[src/cap_settings.svh]
// Frame capture defaults.

`ifndef CAP_SETTINGS_SVH
`define CAP_SETTINGS_SVH

// Words written per Avalon burst.
`define CAP_BURST_LEN 16

// FIFO entries, a power of two and at least two bursts deep.
`define CAP_FIFO_DEPTH 64

// Default frame geometry, VGA.
`define CAP_H_PIXELS 640
`define CAP_V_LINES 480

`endif

[src/cap_pkg.sv]
// Frame capture types.

`default_nettype none

package cap_pkg;

    // byte address on the Avalon side.
    typedef logic [25:0] addr_t;

    // one RGB565 pixel, also the memory word.
    typedef logic [15:0] pixel_t;

endpackage

`default_nettype wire

[src/pixel_fifo_if.sv]
// Pixel FIFO read port.

`default_nettype none

interface pixel_fifo_if;
    import cap_pkg::*;

    logic   rd;      // pops the head entry on the clock edge.
    pixel_t rdata;   // head entry, valid while not empty.
    logic   ready;   // at least one burst is buffered.
    logic   empty;

    modport fifo (
        input  rd,
        output rdata,
        output ready,
        output empty
    );

    modport master (
        output rd,
        input  rdata,
        input  ready,
        input  empty
    );

endinterface

`default_nettype wire

[src/pixel_fifo.sv]
// Synchronous pixel FIFO.

`default_nettype none
`include "cap_settings.svh"

module pixel_fifo #(
    parameter type T     = cap_pkg::pixel_t,
    parameter int  DEPTH = `CAP_FIFO_DEPTH
) (
    input  logic CLK,
    input  logic RST,
    input  logic clear,
    input  logic push,
    input  T     wdata,
    pixel_fifo_if.fifo f,
    output logic overflow
);

    localparam int BURST_LEN = `CAP_BURST_LEN;
    localparam int AW        = $clog2(DEPTH);
    localparam int LW        = $clog2(DEPTH + 1);

    T              mem [DEPTH];
    logic [AW-1:0] wr_ptr;
    logic [AW-1:0] rd_ptr;
    logic [LW-1:0] level;
    logic          full;
    logic          do_push;
    logic          do_pop;

    assign full    = (level == LW'(DEPTH));
    assign f.empty = (level == '0);
    assign f.ready = (level >= LW'(BURST_LEN));
    assign f.rdata = mem[rd_ptr];   // head is read straight from the array.

    assign do_pop  = f.rd && !f.empty;
    assign do_push = push && (!full || do_pop);   // a pop frees the slot in time.

    always_ff @(posedge CLK) begin
        if (do_push) begin
            mem[wr_ptr] <= wdata;
        end
    end

    // pointers wrap on their own since the depth is a power of two.
    always_ff @(posedge CLK) begin
        if (RST || clear) begin
            wr_ptr <= '0;
            rd_ptr <= '0;
        end else begin
            if (do_push) begin
                wr_ptr <= wr_ptr + 1'b1;
            end
            if (do_pop) begin
                rd_ptr <= rd_ptr + 1'b1;
            end
        end
    end

    always_ff @(posedge CLK) begin
        if (RST || clear) begin
            level <= '0;
        end else begin
            case ({do_push, do_pop})
                2'b10:   level <= level + 1'b1;
                2'b01:   level <= level - 1'b1;
                default: level <= level;
            endcase
        end
    end

    // sticky until the next frame starts.
    always_ff @(posedge CLK) begin
        if (RST || clear) begin
            overflow <= 1'b0;
        end else if (push && !do_push) begin
            overflow <= 1'b1;
        end
    end

    // The master only pops after it has seen a full burst buffered.
    a_no_pop_empty : assert property (
        @(posedge CLK) disable iff (RST)
        !(f.rd && f.empty)
    ) else $error("ERR pixel_fifo rd while empty, level=%h", level);

    a_level_bound : assert property (
        @(posedge CLK) disable iff (RST)
        level <= LW'(DEPTH)
    ) else $error("ERR pixel_fifo level=%h exceeds depth", level);

endmodule

`default_nettype wire

[src/frame_gate.sv]
// Frame admission gate.

`default_nettype none
`include "cap_settings.svh"

module frame_gate #(
    parameter int H_PIXELS = `CAP_H_PIXELS,
    parameter int V_LINES  = `CAP_V_LINES
) (
    input  logic            CLK,
    input  logic            RST,
    input  logic            cap_req,
    input  logic            vblank,
    input  logic            pix_valid,
    input  cap_pkg::pixel_t pix_data,
    input  logic            cap_done,
    output logic            frame_start,
    output logic            push,
    output cap_pkg::pixel_t pixel,
    output logic            busy
);

    localparam int FRAME_WORDS = H_PIXELS * V_LINES;
    localparam int CW          = $clog2(FRAME_WORDS + 1);

    typedef enum logic [1:0] {IDLE, ARMED, CAPTURING} state_t;

    state_t        state;
    logic          vblank_q;
    logic          vblank_rise;
    logic          admit;
    logic [CW-1:0] pix_cnt;

    assign vblank_rise = vblank && !vblank_q;
    assign admit       = (state == CAPTURING) && pix_valid && !vblank &&
                         (pix_cnt != CW'(FRAME_WORDS));   // extra pixels are ignored.
    assign busy        = (state != IDLE) && !cap_done;   // drops together with done.

    always_ff @(posedge CLK) begin
        if (RST) begin
            state       <= IDLE;
            vblank_q    <= 1'b0;
            frame_start <= 1'b0;
            push        <= 1'b0;
            pix_cnt     <= '0;
        end else begin
            vblank_q    <= vblank;
            frame_start <= 1'b0;
            push        <= admit;
            case (state)
                IDLE: begin
                    if (cap_req) begin
                        state <= ARMED;
                    end
                end
                ARMED: begin
                    if (vblank_rise) begin
                        state       <= CAPTURING;
                        frame_start <= 1'b1;   // clears the FIFO before the first push.
                        pix_cnt     <= '0;
                    end
                end
                CAPTURING: begin
                    if (admit) begin
                        pix_cnt <= pix_cnt + 1'b1;
                    end
                    if (cap_done) begin
                        state <= IDLE;
                    end
                end
                default: state <= IDLE;
            endcase
        end
    end

    always_ff @(posedge CLK) begin
        if (admit) begin
            pixel <= pix_data;
        end
    end

    // Every push lands well before the master reports the frame written.
    a_push_in_frame : assert property (
        @(posedge CLK) disable iff (RST)
        push |-> state == CAPTURING
    ) else $error("ERR frame_gate push outside capture, state=%h", state);

endmodule

`default_nettype wire

[src/cap_ctrl.sv]
// Avalon-MM burst write master.

`default_nettype none
`include "cap_settings.svh"

module cap_ctrl #(
    parameter int H_PIXELS = `CAP_H_PIXELS,
    parameter int V_LINES  = `CAP_V_LINES
) (
    input  logic            CLK,
    input  logic            RST,
    input  logic            frame_start,
    input  cap_pkg::addr_t  cap_base,
    pixel_fifo_if.master    f,
    input  logic            avm_waitrequest,
    output cap_pkg::addr_t  avm_address,
    output logic            avm_write,
    output cap_pkg::pixel_t avm_writedata,
    output logic            cap_done
);

    import cap_pkg::*;

    localparam int    BURST_LEN   = `CAP_BURST_LEN;
    localparam int    BW          = $clog2(BURST_LEN);
    localparam int    FRAME_WORDS = H_PIXELS * V_LINES;
    localparam addr_t LAST_OFFSET = addr_t'((FRAME_WORDS - 1) * 2);

    typedef enum logic [1:0] {
        HALT    = 2'b00,
        PREREAD = 2'b01,
        WRITING = 2'b10,
        STANDBY = 2'b11
    } state_t;

    state_t        state;
    state_t        state_nxt;
    addr_t         offset;
    logic [BW-1:0] burst_cnt;
    pixel_t        data_q;
    logic          accept;
    logic          burst_end;
    logic          frame_end;

    assign avm_write     = (state == WRITING);
    assign avm_address   = cap_base + offset;
    assign avm_writedata = data_q;

    assign accept    = avm_write && !avm_waitrequest;
    assign burst_end = (burst_cnt == BW'(BURST_LEN - 1));
    assign frame_end = (offset == LAST_OFFSET);

    // One word stays staged in data_q, so the last write of a burst pops nothing.
    assign f.rd = (state == PREREAD) || (accept && !burst_end);

    always_ff @(posedge CLK) begin
        if (RST || frame_start) begin
            state <= HALT;
        end else begin
            state <= state_nxt;
        end
    end

    always_comb begin
        state_nxt = state;
        case (state)
            HALT:    if (f.ready) state_nxt = PREREAD;
            PREREAD: state_nxt = WRITING;
            WRITING: begin
                if (accept && burst_end) begin
                    state_nxt = frame_end ? HALT : STANDBY;
                end
            end
            STANDBY: if (f.ready) state_nxt = PREREAD;
            default: state_nxt = HALT;
        endcase
    end

    // byte offset into the frame, one word per accepted write.
    always_ff @(posedge CLK) begin
        if (RST || frame_start || state == HALT) begin
            offset <= '0;
        end else if (accept) begin
            offset <= offset + addr_t'(2);
        end
    end

    always_ff @(posedge CLK) begin
        if (RST || state == PREREAD) begin
            burst_cnt <= '0;
        end else if (accept) begin
            burst_cnt <= burst_cnt + 1'b1;
        end
    end

    always_ff @(posedge CLK) begin
        if (f.rd) begin
            data_q <= f.rdata;
        end
    end

    always_ff @(posedge CLK) begin
        if (RST) begin
            cap_done <= 1'b0;
        end else begin
            cap_done <= accept && burst_end && frame_end;
        end
    end

    // A stalled write must present the same word until the slave takes it.
    a_stall_stable : assert property (
        @(posedge CLK) disable iff (RST || frame_start)
        avm_write && avm_waitrequest |=> $stable(avm_address) && $stable(avm_writedata)
    ) else $error("ERR cap_ctrl stall changed avm_address=%h avm_writedata=%h",
                  avm_address, avm_writedata);

endmodule

`default_nettype wire

[src/capture_top.sv]
// Frame capture top level.

`default_nettype none
`include "cap_settings.svh"

module capture_top #(
    parameter int H_PIXELS = `CAP_H_PIXELS,
    parameter int V_LINES  = `CAP_V_LINES
) (
    input  logic            CLK,
    input  logic            RST,
    input  logic            cap_req,
    input  cap_pkg::addr_t  cap_base,
    input  logic            vblank,
    input  logic            pix_valid,
    input  cap_pkg::pixel_t pix_data,
    output cap_pkg::addr_t  avm_address,
    output logic            avm_write,
    output cap_pkg::pixel_t avm_writedata,
    input  logic            avm_waitrequest,
    output logic            busy,
    output logic            done,
    output logic            overflow
);

    import cap_pkg::*;

    logic   frame_start;
    logic   push;
    pixel_t pixel;

    pixel_fifo_if fifo_rd ();

    frame_gate #(
        .H_PIXELS (H_PIXELS),
        .V_LINES  (V_LINES)
    ) gate0 (
        .CLK         (CLK),
        .RST         (RST),
        .cap_req     (cap_req),
        .vblank      (vblank),
        .pix_valid   (pix_valid),
        .pix_data    (pix_data),
        .cap_done    (done),
        .frame_start (frame_start),
        .push        (push),
        .pixel       (pixel),
        .busy        (busy)
    );

    pixel_fifo #(
        .T     (pixel_t),
        .DEPTH (`CAP_FIFO_DEPTH)
    ) fifo0 (
        .CLK      (CLK),
        .RST      (RST),
        .clear    (frame_start),
        .push     (push),
        .wdata    (pixel),
        .f        (fifo_rd.fifo),
        .overflow (overflow)
    );

    cap_ctrl #(
        .H_PIXELS (H_PIXELS),
        .V_LINES  (V_LINES)
    ) ctrl0 (
        .CLK             (CLK),
        .RST             (RST),
        .frame_start     (frame_start),
        .cap_base        (cap_base),
        .f               (fifo_rd.master),
        .avm_waitrequest (avm_waitrequest),
        .avm_address     (avm_address),
        .avm_write       (avm_write),
        .avm_writedata   (avm_writedata),
        .cap_done        (done)
    );

endmodule

`default_nettype wire

[config.mk]
export PLATFORM = sky130hd
export DESIGN_NAME = capture_top
export DESIGN_NICKNAME = d
export VERILOG_FILES = /design/src/cap_pkg.sv /design/src/pixel_fifo_if.sv /design/src/pixel_fifo.sv /design/src/frame_gate.sv /design/src/cap_ctrl.sv /design/src/capture_top.sv
export VERILOG_INCLUDE_DIRS = /design/src
export SDC_FILE = /design/constraint.sdc
export NUM_CORES = 1
export LEC_CHECK = 0
export BUFFER_PORTS_ARGS = -buffer_cell sky130_fd_sc_hd__clkbuf_2
export CORE_MARGIN = 4
export CORE_UTILIZATION = 59
export CTS_BUF_LIST = sky130_fd_sc_hd__clkbuf_4
export DETAILED_ROUTE_END_ITERATION = 10
export PLACE_DENSITY = 0.87
export SYNTH_ARGS = -nofsm -noshare
export SYNTH_HDL_FRONTEND = slang
export SYNTH_SLANG_ARGS = --single-unit
[constraint.sdc]
create_clock -name CLK -period 3.5 [get_ports CLK]
set_clock_uncertainty 0.1 [all_clocks]
set_input_delay 0.175 -clock CLK [delete_from_list [all_inputs] [get_ports CLK]]
set_output_delay 0.175 -clock CLK [all_outputs]
set_load 0.005 [all_outputs]
* Yosys cells after proc, flatten, opt, wreduce, memory -nomap -nowiden
Memory sizes are Yosys's and may differ from the RTL's. A register that Yosys moved wholly into a read port is not among the register bits.
Cells that the tools add are included.
** Cells by class
- Add/subtract/negate cells :: 8
- Order comparisons :: 1
- Eq/ne operators :: 17
- Muxes and demuxes :: 15
- Bitwise logic cells :: 1
- Reductions and logical operators :: 36
** Operators with widths (count)
- two-way mux 19 bit :: 2
- one-hot mux 19 bit (2 select lines) :: 1
- adder 26 x 2 -> 26 bit (second input constant) :: 1
- adder 26 bit :: 1
- equality test 26 x 20 -> 1 bit (second input constant) :: 1
- adder 19 x 1 -> 19 bit (second input constant) :: 1
- inequality test 19 bit (second input constant) :: 1
- one-hot mux 7 bit (2 select lines) :: 1
- adder 6 x 1 -> 6 bit (second input constant) :: 2
- logical AND 1 bit :: 12
- two-way mux 2 bit :: 6
- one-hot mux 2 bit (3 select lines) :: 2
- equality test 2 bit (second input constant) :: 4
- zero test 1 bit :: 8
- inequality test 2 x 1 -> 1 bit (second input constant) :: 4
- adder 7 x 1 -> 7 bit (second input constant) :: 1
- equality test 7 bit (second input constant) :: 1
- greater-or-equal comparator 7 x 5 -> 1 bit (second input constant) :: 1
- zero test 7 bit :: 1
- subtractor 7 x 1 -> 7 bit (second input constant) :: 1
- equality test 2 x 1 -> 1 bit (second input constant) :: 3
- AND reduction 3 bit :: 2
- nonzero test 2 bit :: 3
- logical OR 1 bit :: 5
- other kinds (8) :: 13
** Word-level totals
- Bits in registers :: 93
- RAM bits :: 1024
- Input port bits :: 48
- Output and inout bits :: 46
- Memories :: 1
** Memory list
- fifo0.mem :: words 64, bits a word 16, rd ports 1, clocked after Yosys merged registers in 1, write ports 1, RTL line pixel_fifo.sv:23 : T mem [DEPTH];

* Depth between registers and ports, before layout
Gate-level depths: netlist (run 1).
- Depth in word-level cells :: 9
- Gate-level depth with buffers :: 16
- Mapped depth without buffers :: 15

* Modules after synthesis
Synthesis (run 1) repeated with hierarchy kept, for this count alone.
** Second synthesis, totals
- Cell total of the unflattened synthesis :: 2451
- Area total of the unflattened synthesis :: 45598.7 µm²
** Modules (own cells, without submodules)
- pixel_fifo :: times used 1, cells each 1925, area each 40716.6 µm²
- cap_ctrl :: times used 1, cells each 352, area each 3145.5 µm²
- frame_gate :: times used 1, cells each 174, area each 1736.7 µm²

* Worst setup path before layout (run 1)
No wires, ideal clock.
- Path type :: reg2reg
- Start point :: register ctrl0.state[0]
- End point :: register fifo0.level[6]
- Setup time :: 0.129 ns
- Data arrival time :: 3.537 ns
- Slack :: -0.266 ns
- Cell stages (with the launch flop) :: 16
- Buffers on the path :: 1
- Cell sequence :: dfxtp_1 -> inv_1 -> ha_1 -> and2b_1 -> a21o_1 -> o41a_1 -> clkbuf_1 -> ha_1 -> ha_1 -> nor2b_1 -> o21a_1 -> o21a_1 -> or4_1 -> nand3_1 -> xnor2_1 -> nor2_1
** Between the ends
- Cells in the longest elaborated chain, start to end :: 9
- Elaborated cells between the ends (all ways) :: 12
** Ends and longest elaborated chain
- start, declared :: RTL line cap_ctrl.sv:36 : state_t state;
- start signal, assigned :: RTL line cap_ctrl.sv:60 : state <= state_nxt;
- equality test 2 bit * :: RTL line cap_ctrl.sv:45 : assign avm_write = (state == WRITING);
- net avm_write :: RTL line capture_top.sv:18 : output logic avm_write,
- logical AND 1 bit * :: RTL line cap_ctrl.sv:49 : assign accept = avm_write && !avm_waitrequest;
- logical AND 1 bit * :: RTL line cap_ctrl.sv:54 : assign f.rd = (state == PREREAD) || (accept && !burst_end);
- logical OR 1 bit * :: RTL line cap_ctrl.sv:54
- net ctrl0.f.rd :: RTL line pixel_fifo_if.sv:21 : output rd,
- logical AND 1 bit * :: RTL line pixel_fifo.sv:36 : assign do_pop = f.rd && !f.empty;
- net fifo0.do_pop :: RTL line pixel_fifo.sv:29 : logic do_pop;
- logical OR 1 bit :: RTL line pixel_fifo.sv:37 : assign do_push = push && (!full || do_pop);
- logical AND 1 bit :: RTL line pixel_fifo.sv:37
- equality test 2 x 1 -> 1 bit or equality test 2 bit (tied branches) :: RTL line pixel_fifo.sv:64 : case ({do_push, do_pop})
- one-hot mux 7 bit (2 select lines) or nonzero test 2 bit (tied branches)
- end signal, assigned :: RTL line pixel_fifo.sv:65 : 2'b10: level <= level + 1'b1;
- end signal, assigned :: RTL line pixel_fifo.sv:66 : 2'b01: level <= level - 1'b1;
- end signal, assigned :: RTL line pixel_fifo.sv:67 : default: level <= level;
- end, declared :: RTL line pixel_fifo.sv:26 : logic [LW-1:0] level;
Mark *: on every way through the listed nets, which the timed path passes. The rest lies on a longest branch.
A chain may end at the register's enable or synchronous reset.

* Worst setup path in the final report (run 1)
- Start point :: register ctrl0.offset[1]
- End point :: output port avm_address[21]
** Between the ends
- Cells in the longest elaborated chain, start to end :: 1
** Ends and longest elaborated chain
- start, declared :: RTL line cap_ctrl.sv:38 : addr_t offset;
- start signal, assigned :: RTL line cap_ctrl.sv:84 : offset <= offset + addr_t'(2);
- adder 26 bit :: RTL line cap_ctrl.sv:46 : assign avm_address = cap_base + offset;
- end, declared :: RTL line capture_top.sv:17 : output cap_pkg::addr_t avm_address,
No other way between the ends.

==> run_results.csv, run 1 <==
group,metric,value,unit
power_and_ir_drop,power,25.46,mW
hold_path,hold_end,"ctrl0.state[1]",
global_route,grt_usage,0.2706,
layout,nets,3043,
critical_path,worstPathArrival,3.25,ns
power_and_ir_drop,p_leak,16.51,nW
critical_path,reg2reg_from,"fifo0.level[1]",
critical_path,rr_endpoint,"fifo0.level[6]",
placement,port_buffers,91,
placement,gp_congestion,0.8706,
placement,dpl.hpwl,63.06,mm
layout,fillers,4752,
die,die_area,81360,sq um
clock_network,cts-root-buf,"clkbuf_4",
critical_path,r2r_setup_slack,0.14,ns
power_and_ir_drop,ir_drop,0.0003663,V
sta,post-route-period-util,1.006,
global_route,grt_first_pass_wirelength,165.8,mm
detailed_routing,first_pass_iters,7,
sta,slew_violations,0,
layout,stdcell_count,4163,
flow_run,drv_cap,0,
clock_network,insertion_delay,1.11,ns
power_and_ir_drop,power.density,490.3,nW/um^2
sta,fmax,284.0,MHz
placement,place_inst,3634,
die,ios,94,
critical_path,critPathLaunchType,"flop",
yosys,yosysMostFrequentCell,"edfxtp_1",
yosys,avgSynthCellArea,18.12,sq um
yosys,synth_cell_types,66,
die,dieWidth,285.2,microns
yosys,synth_area_leaders,"edfxtp_1, mux4_2, mux2i_1",
yosys,syn_nets,2597,
global_route,antenna_found_initial,3,
status,run_status,"finished, violations left",
layout,areaGrowthSynthToFinish,14.52,%
yosys,synth.top_cells.by_count,"edfxtp_1, mux2i_1, mux4_2",
yosys,synth_top_cell_by_area,"edfxtp_1",
yosys,async_flop_share,0,
sta,final-setup-viol-count,1,
sta,fin_crit,3.522,ns
yosys,yosysTopAreaCellShare,0.6993,
global_route,gr-total-overflow,0,
die,die_y,285.2,microns
layout,drive_gt1_frac,0.2989,
yosys,ys.flop_type,"edfxtp_1",
critical_path,crit_fanout,3,
critical_path,endpoint_kind,"output port",
global_route,grt_max_degree,65,
detailed_routing,ant_nets,0,
clock_network,cts_tree,"built",
clock_network,numCtsBuffers,285,
sta,hold_ws,0.1084,ns
sta,setup_slack,-0.02159,ns
detailed_routing,wirelength,108.6,mm
die,initial_core_util,0.5960,
detailed_routing,drtIter0Drc,3455,
detailed_routing,wl_per_cell,26.09,microns
sta,rsz0062_at_grt,"true",
sta,worst_pin_slew,1.306,ns
sta,relSlewSlack,0.1279,
yosys,yosysSeqAreaShare,0.7329,
yosys,syn_area,45340,sq um
yosys,synthCells,2503,
sta,finalHoldViolCount,0,
die,row_count,101,
global_route,first_global_vias,27740,
clock_network,htreeDepth,5,
yosys,ys_seq_elements,1132,
critical_path,r2r_cells,12,
critical_path,cp.required,3.22,ns
yosys,synth-edff-count,1056,
clock_network,clkTransAtPathRegs,0.07,ns
detailed_routing,drc,0,
hold_path,min_path_cells,6,
critical_path,crit_type,"flop to output port",
detailed_routing,viasPerCell,6.356,
yosys,ys_warn_count,0,
status,violations,"setup timing",
clock_network,cts_num_sinks,1132,
die,core-area,76080,sq um
hold_path,worstHoldPathType,"input pin to flop",
detailed_routing,num_vias,26458,
clock_network,cts_max_path_buffers,4,
hold_path,min_from,"avm_waitrequest",
## worst max-delay path, cell delays in order, from the launching register on
cell and delay (ns):
dfxtp_4 0.35, ha_4 0.16, inv_2 0.05, fa_2 0.19, nand2b_4 0.14, a21oi_4 0.06, o311a_4 0.39, o31ai_4 0.28
o21ai_2 0.09, a31oi_1 0.19, xnor2_1 0.14, buf_2 0.14
## placed cells by master, fill, tap and decap left out, types with 75 or more instances in the layout
cell type	count
nand2_1	75
mux2i_1	195
clkbuf_2	83
clkbuf_4	398
nor2_1	144
o21ai_0	98
mux4_2	195
buf_4	137
edfxtp_1	1056
a21oi_1	90
## state kept, by name, summed over array words and instances (netlist names), 4 cells and up
name                 count
ctrl0.avm_writedata     16
gate0.pix_cnt           19
fifo0.wr_ptr             6
gate0.pixel             16
ctrl0.offset            25
ctrl0.burst_cnt          4
fifo0.rd_ptr             6
fifo0.mem             1024
fifo0.level              7
## worst max path at each step
| stage | to | from | slack [ns] |
|---|---|---|---|
| final | avm_address[21] | ctrl0.offset[1] | -0.02 |
| after CTS | avm_address[23] | ctrl0.offset[1] | -0.14 |
| after global routing | avm_address[24] | ctrl0.offset[2] | -0.18 |
| after floorplan | fifo0.level[6] | ctrl0.state[0] | 0.04 |
| after global placement | fifo0.level[6] | fifo0.level[1] | 0.16 |
| after detailed placement | fifo0.level[6] | ctrl0.state[0] | 0.13 |
## timing repair
| item | 4_1_cts | 5_1_grt |
|---|---|---|
| pin swaps | 20 | 21 |
| buffers inserted | 8 | 7 |
| gates resized for setup | 40 | 41 |
| setup endpoints to repair | 14 | 13 |
| hold buffers | 43 | 0 |
| endpoints found under the hold margin | 102 | 0 |
## stage by stage
stage | utilization | worst slack, ns | instance area [sq um] | TNS, ns
4_1_cts | 0.6797 | -0.1440 | 51710 | -0.6816
2_1_floorplan | - | 0.04369 | 45350 | 0
3_5_place_dp | 0.6279 | 0.1269 | 47770 | 0
5_1_grt | 0.6826 | -0.1790 | 51930 | -1.223
3_3_place_gp | 0.6279 | 0.1570 | 47770 | 0
6_report | 0.6826 | -0.02159 | 51930 | -0.02159
## where the power goes
group	leakage (nW)	internal, mW	switching (mW)
clock	2.00	5.37	5.07
sequential	10.1	14.6	0.0122
combinational	4.40	0.147	0.238
total	16.5	20.1	5.32
## kinds of logic after synthesis
kind of cell	count (synthesis)	synth area share
flip-flops	1132	0.7329
multiplexers	390	0.1399
AND/OR/NAND/NOR	370	0.03882
AO/OA/AOI/OAI	348	0.04862
buffers and inverters	159	0.01556
XOR/XNOR	58	0.01120
adder cells (fa/ha/maj)	46	0.01302
## area by class of cell
cell class / count / area (sq um) / area share
tap: 1030 / 1289 / 0.02482
sequential: 1132 / 33270 / 0.6407
timing repair buffer: 288 / 2252 / 0.04337
inverter: 30 / 112.6 / 0.002168
clock inverter: 72 / 332.8 / 0.006409
antenna: 1 / 2.502 / 0.00004819
clock buffer: 398 / 2988 / 0.05754
multi-input combinational: 1212 / 11680 / 0.2249
## per-layer routing
metal | track usage | part of all wire | vias up
li1 | - | - | 11153
met4 | 0.1180 | 0.039 | 0
met3 | 0.06691 | 0.11 | 278
met1 | 0.3490 | 0.35 | 13239
met2 | 0.4432 | 0.50 | 1788
met5 | 0 | 0 | -
Note: power is estimated with default switching activity, not from simulation.
==> run 2: changes to the inputs <==
==> constraint.sdc (replaced) <==
create_clock -name CLK -period 3.5 [get_ports CLK]
set_clock_uncertainty 0.1 [all_clocks]
set_input_delay 0.35 -clock CLK [delete_from_list [all_inputs] [get_ports CLK]]
set_output_delay 0.35 -clock CLK [all_outputs]
set_load 0.005 [all_outputs]
==> run 2 against run 1 <==
  * Maximum frequency is 4.2% lower
  * Highest routed layer unchanged
  * Final cell count is 0.43% higher
  * Global-route usage is 0.058 points higher
  * The run still ends with setup timing left
==> run_results.csv, run 2 (synthesis results as in run 1) <==
group,metric,value,unit
critical_path,critPathLaunchType,"flop",
detailed_routing,drtIter0Drc,3114,
sta,final-setup-viol-count,8,
critical_path,crit_fanout,3,
clock_network,htreeDepth,5,
detailed_routing,drc,0,
clock_network,clkTransAtPathRegs,0.06,ns
layout,layout_commonest_cell,"edfxtp_1",
global_route,first_global_vias,27875,
detailed_routing,first_pass_iters,6,
detailed_routing,num_vias,26436,
die,core-area,76080,sq um
clock_network,cts_tree,"built",
critical_path,cp-startpoint,"ctrl0.offset[1]",
placement,post-place-ws,0.1446,ns
clock_network,insertion_delay,1.10,ns
layout,nets,3053,
sta,worst_pin_slew,1.278,ns
sta,hold_ws,0.1922,ns
layout,mostFrequentLayoutCells,"edfxtp_1, clkbuf_4, mux2i_1, mux4_2, buf_4",
global_route,gr-total-overflow,0,
hold_path,worstHoldPathType,"input pin to flop",
die,dieWidth,285.2,microns
die,initial_core_util,0.5960,
global_route,grt_first_pass_wirelength,165.6,mm
critical_path,rr_endpoint,"fifo0.level[6]",
detailed_routing,viasPerCell,6.323,
sta,setup_slack,-0.1755,ns
power_and_ir_drop,power.density,492.2,nW/um^2
layout,drive_gt1_frac,0.3054,
die,row_count,101,
sta,slew_violations,0,
power_and_ir_drop,p_leak,16.60,nW
layout,fillers,4692,
die,die_y,285.2,microns
placement,gp_congestion,0.8647,
sta,finalHoldViolCount,0,
critical_path,reg2reg_from,"ctrl0.state[0]",
sta,fin_crit,3.675,ns
detailed_routing,wirelength,110.0,mm
status,violations,"setup timing",
die,die_area,81360,sq um
critical_path,r2r_cells,14,
die,ios,94,
sta,rsz0062_at_grt,"true",
clock_network,cts-root-buf,"clkbuf_4",
global_route,grt_usage,0.2712,
sta,post-route-period-util,1.050,
layout,largestRegisters,"fifo0.mem (1024), ctrl0.offset (25), gate0.pix_cnt (19)",
power_and_ir_drop,ir_drop,0.0004774,V
critical_path,crit_type,"flop to output port",
clock_network,cts_num_sinks,1132,
layout,top_register,"fifo0.mem",
global_route,antenna_found_initial,7,
critical_path,worstPathArrival,3.23,ns
critical_path,endpoint_kind,"output port",
sta,fmax,272.1,MHz
critical_path,r2r_setup_slack,0.19,ns
layout,areaGrowthSynthToFinish,14.77,%
flow_run,drv_cap,0,
status,run_status,"finished, violations left",
placement,port_buffers,91,
layout,final_util,0.6841,
global_route,grt_max_degree,65,
detailed_routing,ant_nets,0,
placement,dpl.hpwl,64.55,mm
clock_network,cts_max_path_buffers,4,
sta,relSlewSlack,0.1481,
layout,largest_reg_flops,1024,
critical_path,endpoint,"avm_address[25]",
critical_path,cp.required,3.05,ns
detailed_routing,wl_per_cell,26.31,microns
clock_network,numCtsBuffers,287,
## run 2: cell types whose count changed in the layout (fill, tap and decap cells not counted), moves of 2 or more
cell	delta
diode_2	+3
clkinv_1	-5
ha_1	-2
inv_2	+4
clkinv_2	-5
buf_4	+13
dfxtp_2	+3
dlygate4sd3_1	-3
dfxtp_1	-3
clkbuf_4	+12
clkbuf_2	+2
buf_12	-3
ha_2	+2
## run 2: how the worst min path moves through the flow
stage,startpoint,endpoint,slack (ns),cells past startpoint
finish,cap_req,gate0.state[1],0.19,5
global route,cap_req,gate0.state[1],0.15,5
CTS,cap_req,gate0.state[1],0.06,5
detailed placement,gate0.pix_cnt[18],gate0.pix_cnt[18],0.37,1
global placement,gate0.pix_cnt[18],gate0.pix_cnt[18],0.37,1
floorplan,gate0.pix_cnt[18],gate0.pix_cnt[18],0.34,1
## run 2: routing by layer
metal,up-vias,track usage,part of all wire
li1,11171,-,-
met1,13115,0.3420,0.34
met2,1836,0.4461,0.50
met3,314,0.06827,0.11
met4,0,0.1290,0.044
met5,-,0,0
## run 2: layout make-up
cell class              count  area [sq um]  share of cell area
repair buffers            296          2281             0.04383
flip-flops and latches   1132         33280              0.6394
well taps                1030          1289             0.02476
clock buffers             410          3078             0.05915
inverters                  30         112.6            0.002164
diodes                      4         10.01           0.0001923
multi-input cells        1212         11680              0.2245
clock inverters            67         311.5            0.005987
## run 2: critical path: stages, from the launching register on
cell and delay, ns:
dfxtp_2 0.36, ha_4 0.14, inv_2 0.04, fa_2 0.38, nand2b_4 0.16, a21oi_4 0.18
o311a_4 0.22, o31ai_4 0.09, buf_4 0.15, buf_6 0.12, o21ai_4 0.11, xnor2_1 0.12
buf_2 0.12
## run 2: repair_timing
action,in CTS,in global routing
buffers inserted,17,7
setup endpoints to repair,16,14
hold buffers,40,0
gates resized for setup,62,21
hold endpoints to repair,52,0
pin swaps,23,8
gates cloned,0,0
## run 2: stage by stage
| stage | total power, mW | instances | setup TNS [ns] | instance area [sq um] |
|---|---|---|---|---|
| floorplan | 15.13 | 2503 | 0 | 45350 |
| CTS | 25.75 | 4170 | -1.345 | 51900 |
| global route | 26.63 | 4178 | -2.279 | 52030 |
| global placement | 15.24 | 3636 | 0 | 47740 |
| finish | 25.61 | 4181 | -0.8519 | 52040 |
| detailed placement | 15.26 | 3636 | 0 | 47740 |
## run 2: report_power, final
group,total [mW],internal (mW),leakage (nW),switching (mW)
combinational,0.382,0.146,4.44,0.235
sequential,14.6,14.6,10.1,0.0133
clock,10.6,5.51,2.04,5.09
